$ cat src/hdl/dcache_pkg.sv
package dcache_pkg;

   // geometry
   localparam int WORD_W = 32;
   localparam int N_WAYS = 2;
   localparam int N_SETS = 8;
   localparam int IDX_W  = 3;
   localparam int BLK_W  = 1;   // two words per block
   localparam int BYTE_W = 2;
   localparam int TAG_W  = WORD_W - IDX_W - BLK_W - BYTE_W;

   typedef logic [WORD_W-1:0]         word_t;
   typedef logic [TAG_W-1:0]          tag_t;
   typedef logic [IDX_W-1:0]          idx_t;
   typedef logic [$clog2(N_WAYS)-1:0] way_t;

   // byte address as seen by the cache
   typedef struct packed {
      tag_t             tag;
      idx_t             idx;
      logic [BLK_W-1:0] blk;
      logic [BYTE_W-1:0] byte_off;
   } addr_t;

   typedef struct packed {
      logic        valid;
      logic        dirty;
      tag_t        tag;
      word_t [1:0] words;   // indexed by block offset
   } frame_t;

   typedef struct packed {
      logic  ren;
      logic  wen;
      addr_t addr;
      word_t store;
   } dp_req_t;

   typedef struct packed {
      logic  dhit;
      word_t load;
   } dp_rsp_t;

   typedef struct packed {
      logic  ren;
      logic  wen;
      word_t addr;
      word_t store;
   } mem_req_t;

   // one frame update for the way picked by wr_en
   typedef struct packed {
      idx_t        idx;
      tag_t        tag;
      logic        valid;
      logic        dirty;
      logic [1:0]  mask;    // which words get written
      word_t [1:0] words;
   } way_wr_t;

endpackage

$ cat src/hdl/dcache_way.sv
`timescale 1ns/1ps

module dcache_way
   import dcache_pkg::*;
(
   input  logic    CLK,
   input  logic    nRST,
   input  idx_t    rd_idx,
   input  tag_t    req_tag,
   input  logic    wr_en,
   input  way_wr_t wr,
   output frame_t  frame,
   output logic    hit
);

   // per-set flags and frame storage
   logic [N_SETS-1:0] valid_q;
   logic [N_SETS-1:0] dirty_q;
   tag_t              tag_mem [N_SETS];
   word_t [1:0]       data_mem [N_SETS];

   always_ff @(posedge CLK, negedge nRST)
   begin
      if (!nRST)
      begin
         valid_q <= '0;
         dirty_q <= '0;
      end
      else if (wr_en)
      begin
         valid_q[wr.idx] <= wr.valid;
         dirty_q[wr.idx] <= wr.dirty;
      end
   end

   always_ff @(posedge CLK)
   begin
      if (wr_en)
      begin
         tag_mem[wr.idx] <= wr.tag;
         for (int b = 0; b < 2; b++)
         begin
            if (wr.mask[b])
            begin
               data_mem[wr.idx][b] <= wr.words[b];   // masked word write
            end
         end
      end
   end

   // read side is asynchronous
   always_comb
   begin
      frame.valid = valid_q[rd_idx];
      frame.dirty = dirty_q[rd_idx];
      frame.tag   = tag_mem[rd_idx];
      frame.words = data_mem[rd_idx];
   end

   assign hit = frame.valid && (frame.tag == req_tag);

   // controller must never write a frame it cannot name
   a_wr_idx_known: assert property (@(posedge CLK) disable iff (!nRST)
      wr_en |-> !$isunknown(wr.idx))
      else $error("dcache_way: write with unknown index");

endmodule

$ cat config.mk
export PLATFORM = sky130hd
export DESIGN_NAME = dcache_way
export DESIGN_NICKNAME = d
export VERILOG_FILES = /design/src/hdl/dcache_pkg.sv /design/src/hdl/dcache_way.sv
export SDC_FILE = /design/constraint.sdc
export NUM_CORES = 1
export LEC_CHECK = 0
export BUFFER_PORTS_ARGS = -buffer_cell sky130_fd_sc_hd__buf_2
export CAP_MARGIN = 20
export CORE_ASPECT_RATIO = 0.7
export CORE_MARGIN = 8
export CORE_UTILIZATION = 30
export CTS_CLUSTER_DIAMETER = 30
export DETAILED_ROUTE_END_ITERATION = 10
export GPL_TIMING_DRIVEN = 0
export PLACE_DENSITY = 0.46
export SYNTH_ARGS = -nofsm -noshare
export SYNTH_HDL_FRONTEND = slang
export SYNTH_SLANG_ARGS = --single-unit
$ cat constraint.sdc
create_clock -name CLK -period 2.8 [get_ports CLK]
set_clock_uncertainty 0.2 [all_clocks]
set_input_delay 0.14 -clock CLK [delete_from_list [all_inputs] [get_ports CLK]]
set_output_delay 0.14 -clock CLK [all_outputs]
set_load 0.005 [all_outputs]
==> out/results.txt, run 1 <==
The logs give 8,331 for the filler cell count in the final layout and 28 for the maximum number of pins on one net before global-route repair. The final layout contains 1,949 nets. Using the TritonRoute via totals, the vias-per-cell ratio works out to 4.61. Relative to the synthesized area, the layout overhead comes to 35.9%.

By area the synthesized netlist is led by edfxtp_1 (76%), mux4_2 (13%), mux2_2 (4.3%). Summing internal, switching and leakage power gives 31.3 mW. Category of the critical setup timing path: reg2out. The post-synthesis compound-gate area fraction came out at 0.0110. The share of the synthesized area in the top cell type is 0.761, and the number of global-route vias before repair is 16.3k. Area used by multi-input combinational logic: 0.00626 mm^2. The total setup violations reported at the end of the flow was 1; the clock period minus final worst setup slack was 3650 ps. In this run, distinct cell masters in the synthesized netlist total 40. The logs give -855 ps for the post-route worst setup slack and 0 for the count of pins over their slew limit.

The synthesized netlist occupies a cell area of 0.0284 mm^2. Pin placement for this block handled 222 I/O pins. The headroom to the max-slew limit is 0.373.

After clock tree synthesis, the clock-pin slew on the worst setup and hold paths is 50 ps. The register bit total from synthesis was 736; the core region area was 0.0940 mm^2. The final reports fail on negative setup slack. At the worst endpoint, the required time is 2460 ps.

By area, the combinational part of the netlist is dominated by multiplexers. By count the netlist is led by edfxtp_1 (720), mux4_2 (158), mux2_2 (108), nor2_1 (40), buf_2 (34). Synthesis produced a netlist whose cell count is 1,254.

The run gives 5 as the initial antenna violation count. When the netlist entered floorplanning its net count stood at 1,383. The most used flip-flop cell after synthesis is edfxtp_1. The global route total overflow is 0. The maximum fanout along the worst path was 3; the final cell count without fillers was 3,191. The number of max-cap violations was 0. Counting the buffers created by CTS gives 144. The logs give 736 for the number of sinks on the clock net and 46.8 mm for the placed wire-length estimate after detailed placement. The final cycle utilization of the critical path was 1.31. Fraction of layout instances using a drive strength above 1: 0.433. The largest voltage drop on the vdd net is 500 uV.

The slew of the pin with the lowest slew margin was 938 ps; the final count of hold timing violations was 0. The analysis attributes to cell leakage a power of 13.2 nW. The run finished, with violations left. The tools report the residual antenna-violating net count after detailed routing as 0. The initial core utilization was 0.302; the first-pass detailed-route iteration total was 5.

At the worst endpoint, the arrival time is 3310 ps. The adder and majority cell fraction of the synthesized area is 0. The buffer depth of the longest clock path is 3.

The path class of the lowest-slack min-delay path was in2reg. The logs give 0.411 for the final core area utilization and 14.7k for the count of vias placed by the detailed router. The tools report the total wirelength of the detailed-routed design as 73.7 mm. Setup repair after global routing could not meet its margin everywhere.

The post-synthesis xor/xnor area fraction was 0.00211; the row count was 94. In this run, synthesis inferred 720 flip-flops with an integrated enable. Among all cell types in the netlist, the one instantiated most often is edfxtp_1. The tree is rooted in a clkbuf_16.

Of all cell types, the one taking the most synthesized area is edfxtp_1. Registers take 0.0220 mm^2. STA classifies the critical path startpoint as a flop.

The clock latency on the worst-skew pair was 720 ps. The first global-routing pass estimated 108 mm of wire. CTS built an H-tree with a depth of 4. The share of synthesized flip-flops with an asynchronous set or reset was 0.0217; the number of DRC markers after the initial detailed-route iteration was 944. For the overall global routing resource usage, the log shows 0.140. The fraction of the yosys area taken by sequential cells came out at 0.775.

The fraction of the mapped netlist area in simple logic gates is 0.0217, and the synthesized area divided by synthesized cell count is 22.7 um^2. The die covers 0.105 mm^2. The number of cells after detailed placement came out at 2,748. In the routed design, unresolved DRC markers number 0. From left edge to right edge, the die measures 384 um. The power per standard cell area is 810 mW/mm^2, and the count of port buffers added during placement is 219. The fraction of synthesized area in multiplexers came out at 0.179.

The detailed-route wire length per cell is 23.1 um, and the synthesis warning total is 0. The worst setup path is captured at an output port. TritonCTS built the clock tree. In this run the vertical extent of the chip is 274 um.

The tools report the final weighted congestion of routability-driven global placement as 0.710. Timing would allow up to 274 MHz.
## sequential cells by signal, summed over array words and instances, names as in the netlist
| name | cells |
|---|---|
| tag_mem | 208 |
| dirty_q | 8 |
| data_mem | 512 |
| valid_q | 8 |
## path summary, 6_finish.rpt
kind | startpoint | end | slack (ps) | cells after the start
worst min-delay path | wr[32] | data_mem[5][32]$_DFFE_PP_ | 40 | 2
min in group asynchronous | nRST | dirty_q[6]$_DFFE_PN0P_ | 440 | 3
worst min register to register | dirty_q[3]$_DFFE_PN0P_ | dirty_q[3]$_DFFE_PN0P_ | 300 | 1
max in group asynchronous | nRST | valid_q[0]$_DFFE_PN0P_ | 1440 | 3
worst max-delay path | tag_mem[7][22]$_DFFE_PP_ | hit | -850 | 7
worst max register to register | dirty_q[5]$_DFFE_PN0P_ | dirty_q[5]$_DFFE_PN0P_ | 1300 | 2
## what timing repair did
item / CTS / global route
buffers inserted: 0 / 4
pin swaps: 5 / 3
endpoints found under the hold margin: 1103 / 0
endpoints found under the setup margin: 70 / 89
gates resized for setup: 80 / 4
hold buffers: 171 / 0
## power by group
group          internal (mW)  switching (mW)  total [mW]  leakage [nW]
clock                   11.0            5.87        16.9          2.35
sequential              12.4          0.0752        12.5          6.71
combinational          0.929           0.923        1.85          4.13
## area by class of cell
class / instances / area share
Timing Repair Buffer: 420 / 0.0879
Multi-Input combinational cell: 462 / 0.162
Clock inverter: 100 / 0.0295
Buffer: 56 / 0.0135
Tap cell: 1248 / 0.0404
Sequential cell: 736 / 0.570
Clock buffer: 165 / 0.0964
Antenna cell: 4 / 0.000259
## critical path, cell delays in order (launching register included)
cell	delay (ps)
edfxtp_1	360
mux4_2	520
nor2b_4	160
nor3_2	70
nor4b_4	480
nand4_1	530
nor4_2	290
buf_2	160
## placed cells by master (no fill, tap or decap), drive strengths merged, types with 2 or more instances in the layout
| cell | instances |
|---|---|
| nand3 | 4 |
| dfrtp | 16 |
| nor2b | 11 |
| o21ai | 16 |
| nor4b | 3 |
| clkbuf | 173 |
| and2 | 18 |
| o22ai | 13 |
| dlygate4sd3 | 170 |
| nand2 | 4 |
| clkinv | 58 |
| clkinvlp | 10 |
| bufinv | 15 |
| or3 | 12 |
| nand4 | 5 |
| xnor2 | 6 |
| edfxtp | 720 |
| inv | 17 |
| or4 | 2 |
| diode | 4 |
| mux4 | 159 |
| mux2 | 112 |
| nor2 | 41 |
| a22o | 7 |
| mux2i | 23 |
| nand2b | 4 |
| buf | 298 |
| a221oi | 3 |
| o21a | 4 |
| nor3 | 9 |
## metrics by stage
step / hold slack, ps / TNS [ps] / worst slack [ps] / instance area (um^2)
finish: 43.7 / -855 / -855 / 38600
global route: 18.0 / -925 / -925 / 38600
CTS: 0.198 / -13130 / -823 / 38600
detailed placement: -99.4 / -80040 / -1600 / 31700
global placement: -115 / -1503720 / -3420 / 31100
floorplan: -356 / -79350 / -341 / 28400
## per-layer routing
layer / track usage / wire [um] / up-vias
met5: 0 / 7 / -
met4: 0.0451 / 1430 / 2
met3: 0.0421 / 3960 / 116
met2: 0.222 / 34800 / 347
met1: 0.186 / 33500 / 7720
li1: - / - / 6512
## logic make-up after synthesis
family                    count (synthesis)
xor gates and xnor gates                  6
buffers and inverters                    56
muxes                                   294
and+or+nand+nor                         116
AOI/OAI and AO/OA                        46
DFF                                     736
Power figures use the tool's default switching activity.
==> inputs of run 2 (changes only) <==
--- a/config.mk
+++ b/config.mk
@@ -5,7 +5,8 @@
 export SDC_FILE = /design/constraint.sdc
 export NUM_CORES = 1
 export LEC_CHECK = 0
-export BUFFER_PORTS_ARGS = -buffer_cell sky130_fd_sc_hd__buf_2
+export ABC_CLOCK_PERIOD_IN_PS = 2800
+export BUFFER_PORTS_ARGS = -buffer_cell sky130_fd_sc_hd__buf_4
 export CAP_MARGIN = 20
 export CORE_ASPECT_RATIO = 0.7
 export CORE_MARGIN = 8
==> out/results.txt, run 2 (synthesized netlist as in run 1, its figures left out) <==
Routed via count divided by cell count: 4.57 (-0.84%). The total setup violations reported at the end of the flow is 1 (unchanged). The tools report the wire length on met2 as 34.8 mm (about the same). For the final cell count without fillers, the log shows 3,182 (-0.28%). The final net count was 1,950 (+0.051%); the power per standard cell area was 782 mW/mm^2 (-3.5%). The number of cells after detailed placement was 2,748 (unchanged). The maximum level of the CTS H-tree was 4 (unchanged); the headroom to the max-slew limit was 0.377 (+0.00474). The tools report the buffer cell driving the clock tree root as clkbuf_16. The tools report the static leakage as 13.3 nW (+0.52%).

The highest metal layer carrying signal wires in the routed design is met4. Detailed-route wire length per cell: 22.8 um (-1.2%). The logs give 0.302 (unchanged) for the initial core utilization and 736 (unchanged) for the number of sinks on the clock net. Buffer depth of the longest clock path: 3 (unchanged). The number of max-cap violations is 0 (unchanged), and the met3 wire length is 3.46 mm (-13%). For the total wirelength of the detailed-routed design, the log shows 72.6 mm (-1.5%). The initial antenna violation count was 4 (-1); the total clock buffers created by CTS was 138 (-4.2%).

The layout-stage area growth over the synthesis result works out to 37.1%. The tools report the data arrival time of the critical path as 3160 ps (-150 ps). In the layout the commonest cells are edfxtp_1 (720), buf_4 (235), dlygate4sd3_1 (179). The maximum number of pins on one net before global-route repair came out at 27 (-3.6%).

Setup repair after global routing could not meet its margin everywhere. The core region area came out at 0.0940 mm^2 (unchanged). The fraction of layout instances using a drive strength above 1 came out at 0.424 (-0.00960). Number of global-route vias before repair: 16.3k (+0.35%). The wire length the detailed router placed on met1 is 32.9 mm (-1.7%). The maximum frequency from static timing analysis is 285 MHz (+4.3%).

The final cell area excluding filler cells is 0.0390 mm^2 (+0.86%), and the DRC violation count after routing is 0 (unchanged). The tools report the data required time at the worst endpoint as 2460 ps (about the same). Leaving out fill and tap cells, the most frequent cell in the layout is edfxtp_1. Clock period minus final worst setup slack: 3500 ps (-152 ps). The final reports fail on negative setup slack. For the largest voltage drop on the vdd net, the log shows 521 uV (+4.1%). By startpoint and endpoint, the worst setup path is classified as reg2out. The slew of the pin with the lowest slew margin is 931 ps (-7.08 ps), and the row count is 94 (unchanged). The count of pins over their slew limit is 0 (unchanged), and the final cycle utilization of the critical path is 1.25 (-0.0543). The die outline width works out to 384 um (unchanged). The run gives 0 (unchanged) as the final count of hold timing violations. The flow ran to the end, but the final reports show violations. The run gives 14.5k (-1.1%) as the count of vias placed by the detailed router. The path class of the tightest hold or removal check is in2reg.

The run gives 710 ps (about the same) as the clock latency on the worst-skew pair. TritonCTS built the clock tree. The number of DRC markers after the initial detailed-route iteration was 785 (-17%); the maximum fanout along the worst path was 2 (-1).

The endpoint type of the worst setup path was an output port. The die boundary height is 274 um (unchanged), and the post-route worst setup slack is -703 ps (+152 ps). For the placed wire-length estimate after detailed placement, the log shows 46.6 mm (-0.45%).

The largest registers in the layout are data_mem (512), tag_mem (208). Kind of launch point of the worst setup path: a flop. Count of port buffers added during placement: 219 (unchanged). The count of pins on the block boundary is 222 (unchanged).

The logs give 107 mm (-0.69%) for the wire length of the first global-routing pass and 0.105 mm^2 (unchanged) for the total die area. The logs give 5 (unchanged) for the first-pass detailed-route iteration total and 0 (unchanged) for the global route total overflow. The overall global routing resource usage was 0.139 (-0.00146); the final weighted congestion of routability-driven global placement was 0.693 (-2.4%).

Ranked by flip-flop count, first place goes to data_mem. The instance area at placement was 0.0323 mm^2 (+1.7%); the clock-pin transition on the worst setup and hold timing paths was 50 ps (about the same). The flip-flop count of the largest register after layout is 512 (unchanged), and the residual antenna-violating net count after detailed routing is 0 (unchanged).
[run 2: final timing paths]
| check | to | startpoint | depth (start not counted) | slack, ps |
|---|---|---|---|---|
| worst max-delay path | hit | tag_mem[7][0]$_DFFE_PP_ | 7 | -700 |
| worst min-delay path | data_mem[0][0]$_DFFE_PP_ | wr[0] | 2 | 50 |
| worst max register to register | valid_q[5]$_DFFE_PN0P_ | valid_q[5]$_DFFE_PN0P_ | 2 | 1300 |
| worst min register to register | dirty_q[6]$_DFFE_PN0P_ | dirty_q[6]$_DFFE_PN0P_ | 1 | 300 |
| max in group asynchronous | dirty_q[1]$_DFFE_PN0P_ | nRST | 3 | 1470 |
| min in group asynchronous | valid_q[6]$_DFFE_PN0P_ | nRST | 3 | 390 |
[run 2: layout make-up]
| class | instances | area, um^2 |
|---|---|---|
| sequential | 736 | 22000 |
| multi-input combinational | 462 | 6260 |
| buffer | 56 | 543 |
| clock buffer | 165 | 3580 |
| clock inverter | 85 | 996 |
| antenna | 3 | 7.51 |
| fill | 8298 | 55000 |
| tap | 1248 | 1560 |
| timing repair buffer | 427 | 4000 |
[run 2: layer usage]
layer  global-route usage  vias to the layer above
met5                    0                        -
met4               0.0477                        0
met3               0.0330                      109
met2                0.224                      359
met1                0.185                     7578
li1                     -                     6487
[run 2: metrics by stage]
stage	hold slack, ps	setup slack (ps)	power (mW)	TNS, ps	utilization
after global routing	15.9	-838	31.5	-838	0.415
after CTS	0.350	-744	30.9	-744	0.414
after detailed placement	-178	-1520	14.5	-67810	0.343
final	46.2	-703	30.5	-703	0.415
after global placement	-182	-3230	14.4	-1452040	0.337
after floorplan	-356	-341	13.5	-79350	-
[run 2: power breakdown]
group	internal, mW	switching, mW	leakage [nW]
sequential	12.4	0.0753	6.71
combinational	1.06	0.930	4.36
clock	10.3	5.65	2.19
total	23.8	6.65	13.3
[run 2: critical path, cell delays in order, from the launching register on]
cell	delay, ps
edfxtp_1	370
mux4_2	510
nor2b_4	130
nor3_1	80
nor4b_4	450
nand4_1	450
nor4_2	280
buf_4	160
[run 2: what timing repair did]
item / CTS / global route
setup buffers: 2 / 0
resized for setup: 85 / 6
hold buffers: 179 / 0
pin swaps: 6 / 1
hold endpoints to repair: 1050 / 0
setup endpoints to repair: 69 / 17
