$ cat config.mk
export PLATFORM = sky130hd
export DESIGN_NAME = dcache_ctrl
export DESIGN_NICKNAME = d
export VERILOG_FILES = /design/src/hdl/dcache_pkg.sv /design/src/hdl/dcache_ctrl.sv
export SDC_FILE = /design/constraint.sdc
export NUM_CORES = 1
export LEC_CHECK = 0
export BUFFER_PORTS_ARGS = -buffer_cell sky130_fd_sc_hd__buf_4
export CORE_AREA = 2 2 200 202
export DETAILED_ROUTE_END_ITERATION = 10
export DIE_AREA = 0 0 202 204
export MAX_ROUTING_LAYER = met4
export SETUP_SLACK_MARGIN = 0.4
export SYNTH_ARGS = -nofsm -noshare
export SYNTH_HDL_FRONTEND = slang
export SYNTH_SLANG_ARGS = --single-unit
export TNS_END_PERCENT = 20
$ cat constraint.sdc
create_clock -name CLK -period 4.9 [get_ports CLK]
set_input_delay 0.49 -clock CLK [delete_from_list [all_inputs] [get_ports CLK]]
set_output_delay 0.49 -clock CLK [all_outputs]
set_load 0.05 [all_outputs]
$ cat src/hdl/dcache_pkg.sv
package dcache_pkg;

   // geometry
   localparam int WORD_W = 32;
   localparam int N_WAYS = 2;
   localparam int N_SETS = 8;
   localparam int IDX_W  = 3;
   localparam int BLK_W  = 1;   // two words per block
   localparam int BYTE_W = 2;
   localparam int TAG_W  = WORD_W - IDX_W - BLK_W - BYTE_W;

   typedef logic [WORD_W-1:0]         word_t;
   typedef logic [TAG_W-1:0]          tag_t;
   typedef logic [IDX_W-1:0]          idx_t;
   typedef logic [$clog2(N_WAYS)-1:0] way_t;

   // byte address as seen by the cache
   typedef struct packed {
      tag_t             tag;
      idx_t             idx;
      logic [BLK_W-1:0] blk;
      logic [BYTE_W-1:0] byte_off;
   } addr_t;

   typedef struct packed {
      logic        valid;
      logic        dirty;
      tag_t        tag;
      word_t [1:0] words;   // indexed by block offset
   } frame_t;

   typedef struct packed {
      logic  ren;
      logic  wen;
      addr_t addr;
      word_t store;
   } dp_req_t;

   typedef struct packed {
      logic  dhit;
      word_t load;
   } dp_rsp_t;

   typedef struct packed {
      logic  ren;
      logic  wen;
      word_t addr;
      word_t store;
   } mem_req_t;

   // one frame update for the way picked by wr_en
   typedef struct packed {
      idx_t        idx;
      tag_t        tag;
      logic        valid;
      logic        dirty;
      logic [1:0]  mask;    // which words get written
      word_t [1:0] words;
   } way_wr_t;

endpackage

$ cat src/hdl/dcache_ctrl.sv
`timescale 1ns/1ps

module dcache_ctrl
   import dcache_pkg::*;
(
   input  logic              CLK,
   input  logic              nRST,
   input  dp_req_t           req,
   input  logic              halt,
   output dp_rsp_t           rsp,
   output logic              flushed,
   output mem_req_t          mem,
   input  logic              mem_wait,
   input  word_t             mem_load,
   input  frame_t            frames [N_WAYS],
   input  logic              hit,
   input  way_t              hit_way,
   input  word_t             hit_word,
   output idx_t              rd_idx,
   output way_wr_t           wr,
   output logic [N_WAYS-1:0] wr_en
);

   typedef enum logic [2:0] {IDLE, WB0, WB1, FILL0, FILL1, FLUSH, DONE} state_t;

   state_t            state, next_state;
   logic [N_SETS-1:0] lru;        // way to replace next in each set
   logic              lru_upd;
   way_t              lru_way;    // way just used
   way_t              victim;
   frame_t            vframe;
   frame_t            fframe;
   logic [BLK_W-1:0]  blk_sel;    // word moved in this memory beat
   logic              access;
   logic              wr_go;
   way_t              wr_way;
   idx_t              flush_idx, flush_idx_n;
   way_t              flush_way, flush_way_n;
   logic [BLK_W-1:0]  flush_blk, flush_blk_n;
   logic              flush_step;

   assign access  = req.ren | req.wen;
   assign victim  = way_t'(lru[req.addr.idx]);
   assign vframe  = frames[victim];
   assign fframe  = frames[flush_way];
   assign rd_idx  = (state == FLUSH) ? flush_idx : req.addr.idx;
   assign flushed = (state == DONE);
   assign wr_en   = wr_go ? (N_WAYS'(1) << wr_way) : '0;

   // requested word first and the other word second
   assign blk_sel = (state == WB1 || state == FILL1) ? ~req.addr.blk : req.addr.blk;

   always_ff @(posedge CLK, negedge nRST)
   begin
      if (!nRST)
      begin
         state     <= IDLE;
         lru       <= '0;
         flush_idx <= '0;
         flush_way <= '0;
         flush_blk <= '0;
      end
      else
      begin
         state     <= next_state;
         flush_idx <= flush_idx_n;
         flush_way <= flush_way_n;
         flush_blk <= flush_blk_n;
         if (lru_upd)
         begin
            lru[req.addr.idx] <= ~lru_way;   // point at the other way
         end
      end
   end

   always_comb
   begin
      next_state  = state;
      rsp         = '0;
      mem         = '0;
      wr          = '0;
      wr.idx      = req.addr.idx;
      wr.tag      = req.addr.tag;
      wr.valid    = 1'b1;
      wr_go       = 1'b0;
      wr_way      = victim;
      lru_upd     = 1'b0;
      lru_way     = victim;
      flush_idx_n = flush_idx;
      flush_way_n = flush_way;
      flush_blk_n = flush_blk;
      flush_step  = 1'b0;

      case (state)
         IDLE:
         begin
            if (halt)
            begin
               next_state = FLUSH;
            end
            else if (access && hit)
            begin
               rsp.dhit = 1'b1;
               rsp.load = hit_word;
               lru_upd  = 1'b1;
               lru_way  = hit_way;
               if (req.wen)
               begin
                  wr_go                 = 1'b1;
                  wr_way                = hit_way;
                  wr.dirty              = 1'b1;
                  wr.mask[req.addr.blk] = 1'b1;
                  wr.words              = {2{req.store}};
               end
            end
            else if (access)
            begin
               next_state = (vframe.valid && vframe.dirty) ? WB0 : FILL0;
            end
         end

         WB0, WB1:
         begin
            mem.wen   = 1'b1;
            mem.addr  = {vframe.tag, req.addr.idx, blk_sel, {BYTE_W{1'b0}}};
            mem.store = vframe.words[blk_sel];
            if (!mem_wait)
            begin
               next_state = (state == WB0) ? WB1 : FILL0;
            end
         end

         FILL0:
         begin
            mem.ren  = 1'b1;
            mem.addr = {req.addr.tag, req.addr.idx, blk_sel, {BYTE_W{1'b0}}};
            if (!mem_wait)
            begin
               wr_go              = 1'b1;
               wr.mask[blk_sel]   = 1'b1;   // frame now valid and clean
               wr.words[blk_sel]  = mem_load;
               next_state         = FILL1;
            end
         end

         FILL1:
         begin
            mem.ren  = 1'b1;
            mem.addr = {req.addr.tag, req.addr.idx, blk_sel, {BYTE_W{1'b0}}};
            if (!mem_wait)
            begin
               rsp.dhit          = 1'b1;
               rsp.load          = vframe.words[req.addr.blk];   // stored in FILL0
               wr_go             = 1'b1;
               wr.dirty          = req.wen;
               wr.mask[blk_sel]  = 1'b1;
               wr.words[blk_sel] = mem_load;
               if (req.wen)
               begin
                  wr.mask[req.addr.blk]  = 1'b1;   // merge the store
                  wr.words[req.addr.blk] = req.store;
               end
               lru_upd    = 1'b1;
               next_state = IDLE;
            end
         end

         FLUSH:
         begin
            if (fframe.valid && fframe.dirty)
            begin
               mem.wen   = 1'b1;
               mem.addr  = {fframe.tag, flush_idx, flush_blk, {BYTE_W{1'b0}}};
               mem.store = fframe.words[flush_blk];
               if (!mem_wait)
               begin
                  flush_blk_n = flush_blk + 1'b1;
                  flush_step  = &flush_blk;   // last word of block
               end
            end
            else
            begin
               flush_step = 1'b1;   // clean or empty frame is skipped
            end

            if (flush_step)
            begin
               if (flush_idx == idx_t'(N_SETS - 1))
               begin
                  flush_idx_n = '0;
                  if (flush_way == way_t'(N_WAYS - 1))
                  begin
                     next_state = DONE;
                  end
                  else
                  begin
                     flush_way_n = flush_way + 1'b1;
                  end
               end
               else
               begin
                  flush_idx_n = flush_idx + 1'b1;
               end
            end
         end

         DONE:
         begin
            // parked until reset
         end

         default:
         begin
            next_state = IDLE;
         end
      endcase
   end

   a_no_rw: assert property (@(posedge CLK) disable iff (!nRST)
      !(mem.ren && mem.wen))
      else $error("dcache_ctrl: ren and wen both high");

   // a stalled memory request keeps its address and data
   a_mem_hold: assert property (@(posedge CLK) disable iff (!nRST)
      (mem.ren || mem.wen) && mem_wait |=> $stable(mem))
      else $error("dcache_ctrl: memory request changed while mem_wait high");

endmodule

==> run_results.csv, run 1 <==
group,metric,value,unit
worst_setup_path,endpoint,"mem[42]",
placed_design,gp_congestion,0.887,
sta,maxSlewViolCount,0,
worst_setup_path,crit_type,"input pin to output port",
die,core,39200,µm²
global_routing,grt_pass1_wl,51.4,mm
logic_synthesis,yosys_warnings,0,
sta,worst_pin_slew,1.02,ns
power,p_int,2.39,mW
layout,layout_commonest_cell,"buf_4",
clocking,clockBufferDepth,2,
logic_synthesis,synth_top_area_share,23.8,%
power,max-vdd-ir-drop,0.354,mV
power,leakagePower,4.90,nW
layout,mostFrequentLayoutCells,"buf_4, nand2_1, a22o_1, mux4_2, mux2i_1",
logic_synthesis,synthDistinctLibCells,43,
layout,fin_util,26.6,%
route,totalWireLength,36.3,mm
logic_synthesis,postSynthCellCount,757,
route,highest_layer,"met4",
global_routing,grt_max_degree,57,
sta,max-slew-margin-rel,31.7,%
clocking,clock_sinks,16,
die,die_x,202,µm
clocking,postCtsSetupBuffers,0,
global_routing,grt_usage,16.6,%
sta,fin_crit,3.86,ns
clocking,root_buffer,"clkbuf_16",
clocking,clock_latency,0.25,ns
logic_synthesis,synth_ff_type,"dfrtp_1",
logic_synthesis,synth_top_area_cell,"mux4_2",
die,num_rows,73,
layout,areaGrowthSynthToFinish,67.2,%
global_routing,gr-total-overflow,0,
logic_synthesis,ys_async_sr_fraction,100,%
sta,hold_viol_final,0,
worst_setup_path,rrSetupSlack,1.72,ns
power,power_frac_comb,93.0,%
route,drc,0,
worst_setup_path,r2r-end,"lru[3]",
worst_setup_path,crit_start,"req[35]",
route,drtAntennaViolNets,0,
logic_synthesis,syn-cell-area,6240,µm²
route,vias_per_cell,4.97,
clocking,htreeDepth,1,
sta,fin_setup_tns,0,ns
worst_setup_path,critPathRequiredTime,4.41,ns
sta,hold_slack,0.101,ns
logic_synthesis,ys_seq_area_share,6.42,%
logic_synthesis,yosys-top-cells-area,"mux4_2, a22o_1, nand2_1, mux2i_1, dfrtp_1",
die,ioPinCount,522,
sta,skew,0.00207,ns
global_routing,antenna_found_initial,2,
layout,fin_nets,1503,
sta,setup_viol,0,
hold_path,hp-class,"input pin to async pin",
route,routedWlPerCell,21.3,µm
die,chipHeight,204,µm
sta,finalWorstSetupSlack,1.04,ns
worst_setup_path,crit_fanout,55,
power,p_sw,4.19,mW
global_routing,grt_pass1_vias,8310,
logic_synthesis,synth_seq_cells,16,
clocking,cts_tree,"yes",
sta,min_period_over_period,78.8,%
power,p_clk_share,2.4,%
sta,rsz0062_at_grt,"no",
placed_design,dp_slack,1.07,ns
die,die_area,41200,µm²
route,drt_pass1_iterations,5,
power,power.density,631,nW/µm²
clocking,cts_resized,0,
worst_setup_path,r2r-start,"state[0]",
worst_setup_path,r2r_cells,5,
route,wl_met1,13.5,mm
power,swShare,63.7,%
worst_setup_path,end_kind,"output port",
worst_setup_path,cp.arrival,3.37,ns
route,wl_met3,3.09,mm
run_status,status,"completed",
route,drt_iter0_drc,521,
clocking,hold_buffers,0,
route,wl_met2,18.1,mm
clocking,cts_made_buffers,3,
run,max-cap-violations,0,
die,start_util,15.9,%
logic_synthesis,synth_edf_count,0,
logic_synthesis,syn_avg_cell_area,8.24,µm²
power,pwr-share-seq,4.5,%
clocking,cts.clk_slew.worst_paths,0.05,ns
placed_design,port_buffers,516,
placed_design,dp_hpwl,29.3,mm
layout,drive_above_1_share,54.0,%
sta,max_freq,259,MHz
route,vias,8476,
worst_setup_path,worstSetupStartpointType,"input pin",
-- through the flow --
| step | area (µm²) | power [mW] | std cells |
|---|---|---|---|
| floorplan | 6240 | 4.63 | 758 |
| global route | 10400 | 6.92 | 1704 |
| detailed placement | 10300 | 6.44 | 1699 |
| CTS | 10400 | 6.62 | 1702 |
| finish | 10400 | 6.58 | 1704 |
| global placement | 10300 | 6.41 | 1699 |
-- cell usage after synthesis, types with 3 or more instances --
cell type / instances
nand3_1: 55
a22o_1: 106
a21oi_1: 21
inv_1: 3
buf_6: 4
buf_2: 22
dfrtp_1: 16
clkbuf_1: 57
o221ai_1: 26
nand2b_1: 3
nor3_1: 3
ha_1: 4
mux2i_1: 58
mux4_2: 66
mux2_2: 17
nor2b_1: 4
nand2_1: 160
and2_1: 4
a221o_1: 32
nor2_1: 22
buf_4: 34
o21ai_0: 9
-- how the worst min path moves through the flow --
stage | cells after the start | to | from | slack [ns]
final | 1 | flush_idx[1] | nRST | 0.10
after global routing | 1 | flush_idx[1] | nRST | 0.12
after CTS | 1 | state[0] | nRST | 0.11
after detailed placement | 1 | flush_idx[2] | nRST | 0.37
after global placement | 1 | flush_idx[2] | nRST | 0.37
after floorplan | 0 | flush_blk | nRST | 0.19
-- power groups by stage --
stage	clock [mW]	combinational (mW)	sequential, mW
6_report	0.161	6.13	0.298
5_1_grt	0.167	6.44	0.311
4_1_cts	0.161	6.16	0.296
3_5_place_dp	0	6.15	0.299
3_3_place_gp	0	6.12	0.294
2_1_floorplan	0	4.41	0.223
-- logic make-up (layout without fill, tap and decap cells) --
kind of cell / after synthesis / in the layout / share of synthesized area [%]
compound gates: 206 / 206 / 27.5
xor+xnor: 2 / 2 / 0.281
fa+ha+maj: 4 / 4 / 0.802
buf+inv: 122 / 541 / 10.3
flops: 16 / 16 / 6.42
mux: 143 / 143 / 36.6
other cells: 2 / 5 / 0.120
simple gates: 262 / 262 / 18.0
-- routing by layer --
metal / vias up / track usage, %
li1: 3787 / -
met1: 4098 / 18.6
met2: 527 / 28.9
met4: 0 / 7.38
met5: - / -
met3: 64 / 3.14
-- area by class of cell --
cell class / count / area [µm²]
Antenna cell: 2 / 5.00
Clock buffer: 3 / 75.1
Fill cell: 4240 / 28800
Inverter: 3 / 11.3
Multi-Input combinational cell: 620 / 5240
Sequential cell: 16 / 405
Tap cell: 525 / 657
Timing Repair Buffer: 535 / 4030
-- registers in the layout (all words and copies together), names as in the netlist --
| signal | count |
|---|---|
| flush_way | 1 |
| state | 3 |
| flush_idx | 3 |
| flush_blk | 1 |
| lru | 8 |
-- critical path: stages --
cell	delay (ns)
buf_4	0.20
mux2_2	0.37
mux4_4	0.98
buf_4	0.45
mux2i_1	0.17
o221ai_1	0.31
buf_4	0.28
Note: power is estimated with default switching activity, not from simulation.
==> run 2: changes to the inputs <==
CORE_AREA = 2 2 206 208   (was 2 2 200 202)
DIE_AREA = 0 0 208 210   (was 0 0 202 204)
clock period = 3.5 ns   (was 4.9 ns; I/O delays follow)
==> run 2 against run 1 <==
Compared with the run above: first-iteration DRC count grew 38%; critical path depth decreased by 1; clock power is 57% higher; register-to-register slack worse by 0.83 ns; flip-flop and latch count unchanged; core utilization is 0.58 points lower; total power is 46% higher; highest routed layer unchanged.
==> run_results.csv, run 2 (synthesis results as in run 1) <==
group,metric,value,unit
worst_setup_path,cp_cell_sequence,"mux2_4 > mux4_4 > buf_16 > mux4_2 > a22o_1 > buf_4",
die,die_area,43700,µm²
layout,drive_above_1_share,54.7,%
worst_setup_path,r2r-start,"state[0]",
sta,setup_viol,0,
sta,worst_pin_slew,0.838,ns
hold_path,hold_depth,3,
global_routing,antenna_found_initial,1,
sta,skew,0.00171,ns
layout,regMostFlops,"lru",
power,swShare,61.9,%
route,totalWireLength,37.2,mm
placed_design,dp_slack,0.310,ns
sta,hold_viol_final,0,
sta,hold_slack,0.393,ns
sta,min_period_over_period,89.0,%
die,start_util,15.0,%
layout,largestRegisters,"lru x8, flush_idx x3, state x3",
global_routing,gr-total-overflow,0,
worst_setup_path,crit_type,"flip-flop to output port",
worst_setup_path,crit_path_top_delay_cell,"mux4_4",
clocking,cts_made_buffers,3,
worst_setup_path,crit_fanout,25,
hold_path,hold_start,"halt",
run_status,status,"completed",
die,die_x,208,µm
route,drt_pass1_iterations,6,
global_routing,grt_pass1_wl,52.2,mm
worst_setup_path,crit_family,"multiplexers",
placed_design,place_area,10500,µm²
placed_design,gp_congestion,0.888,
clocking,clock_sinks,16,
die,chipHeight,210,µm
sta,fin_setup_tns,0,ns
die,ioPinCount,522,
route,drtAntennaViolNets,0,
layout,layout_commonest_cell,"buf_4",
route,vias_per_cell,4.88,
layout,fin_nets,1516,
global_routing,grt_max_degree,68,
clocking,cts_tree,"yes",
power,max-vdd-ir-drop,0.611,mV
layout,areaGrowthSynthToFinish,73.1,%
hold_path,hp-class,"input pin to flip-flop",
global_routing,grt_pass1_vias,8446,
clocking,root_buffer,"clkbuf_16",
sta,max_freq,321,MHz
worst_setup_path,r2r_cells,5,
power,finalPower,9.63,mW
power,leakagePower,5.04,nW
layout,mostFrequentLayoutCells,"buf_4, nand2_1, a22o_1, mux4_2, mux2i_1",
power,p_int,3.67,mW
worst_setup_path,rrSetupSlack,0.89,ns
die,core,41500,µm²
route,routedWlPerCell,21.5,µm
power,p_clk_share,2.6,%
layout,final_area,10800,µm²
route,drt_iter0_drc,720,
global_routing,grt_usage,15.8,%
power,power_frac_comb,93.0,%
clocking,cts.clk_slew.worst_paths,0.05,ns
worst_setup_path,worstSetupStartpointType,"flip-flop",
die,num_rows,75,
run,max-cap-violations,0,
clocking,clockBufferDepth,2,
clocking,htreeDepth,1,
route,vias,8452,
route,drc,0,
worst_setup_path,crit_buf_inv,2,
clocking,clock_latency,0.25,ns
sta,maxSlewViolCount,0,
hold_path,min_to,"state[2]",
sta,fin_crit,3.11,ns
placed_design,dp_hpwl,28.5,mm
sta,max-slew-margin-rel,44.1,%
worst_setup_path,cp.arrival,2.76,ns
sta,finalWorstSetupSlack,0.386,ns
power,power.density,892,nW/µm²
placed_design,port_buffers,516,
sta,rsz0062_at_grt,"yes",
worst_setup_path,end_kind,"output port",
worst_setup_path,r2r-end,"lru[3]",
power,pwr-share-seq,4.4,%
worst_setup_path,critPathRequiredTime,3.15,ns
layout,largest_reg_flops,8,
power,p_sw,5.96,mW
worst_setup_path,slowest_delay,0.68,ns
[run 2: cell count changes in the layout (fill, tap and decap cells not counted), sizes merged]
cell         change
buf              +9
dlygate4sd3      +1
diode            -1
clkbuf           +4
[run 2: cell type report]
cell class,instances,area (µm²)
fillers,4464,30700
flip-flops and latches,16,405
clock buffers,4,88.8
multi-input cells,620,5260
well taps,539,674
repair buffers,548,4350
diodes,1,2.50
inverters,3,11.3
[run 2: worst min-delay path: stages]
cell and delay, ns:
buf_4 0.11, nand2_1 0.05, o211ai_1 0.09
[run 2: worst max-delay path by stage]
stage / end / cells past startpoint / start
6_report: mem[26] / 6 / lru[6]
5_1_grt: mem[23] / 6 / lru[6]
4_1_cts: rsp[8] / 8 / lru[7]
3_5_place_dp: mem[23] / 7 / req[35]
3_3_place_gp: mem[23] / 7 / req[35]
2_1_floorplan: mem[43] / 7 / req[35]
[run 2: power by group through the flow]
| stage | logic (mW) | registers, mW | clock network (mW) |
|---|---|---|---|
| 2_1_floorplan | 6.17 | 0.313 | 0 |
| 3_3_place_gp | 8.49 | 0.421 | 0 |
| 3_5_place_dp | 8.54 | 0.426 | 0 |
| 4_1_cts | 8.78 | 0.422 | 0.255 |
| 5_1_grt | 9.38 | 0.442 | 0.263 |
| 6_report | 8.95 | 0.423 | 0.252 |
[run 2: per-stage QoR]
stage / instances / util [%]
after global routing: 1731 / 26.0
after CTS: 1724 / 25.7
after global placement: 1716 / 25.2
after detailed placement: 1716 / 25.2
final: 1731 / 26.0
after floorplan: 758 / -
[run 2: metal layers]
metal  track usage, %  routed length [µm]
met1             17.0               13700
met2             29.1               19200
met3             1.55                2290
met4             7.51                2010
met5                -                   0
[run 2: repair_timing]
item | in CTS | in global routing
resized for setup | 2 | 12
setup buffers | 1 | 3
cloned | 2 | 3
hold endpoints to repair | 16 | 0
hold buffers | 1 | 0
setup endpoints to repair | 32 | 76
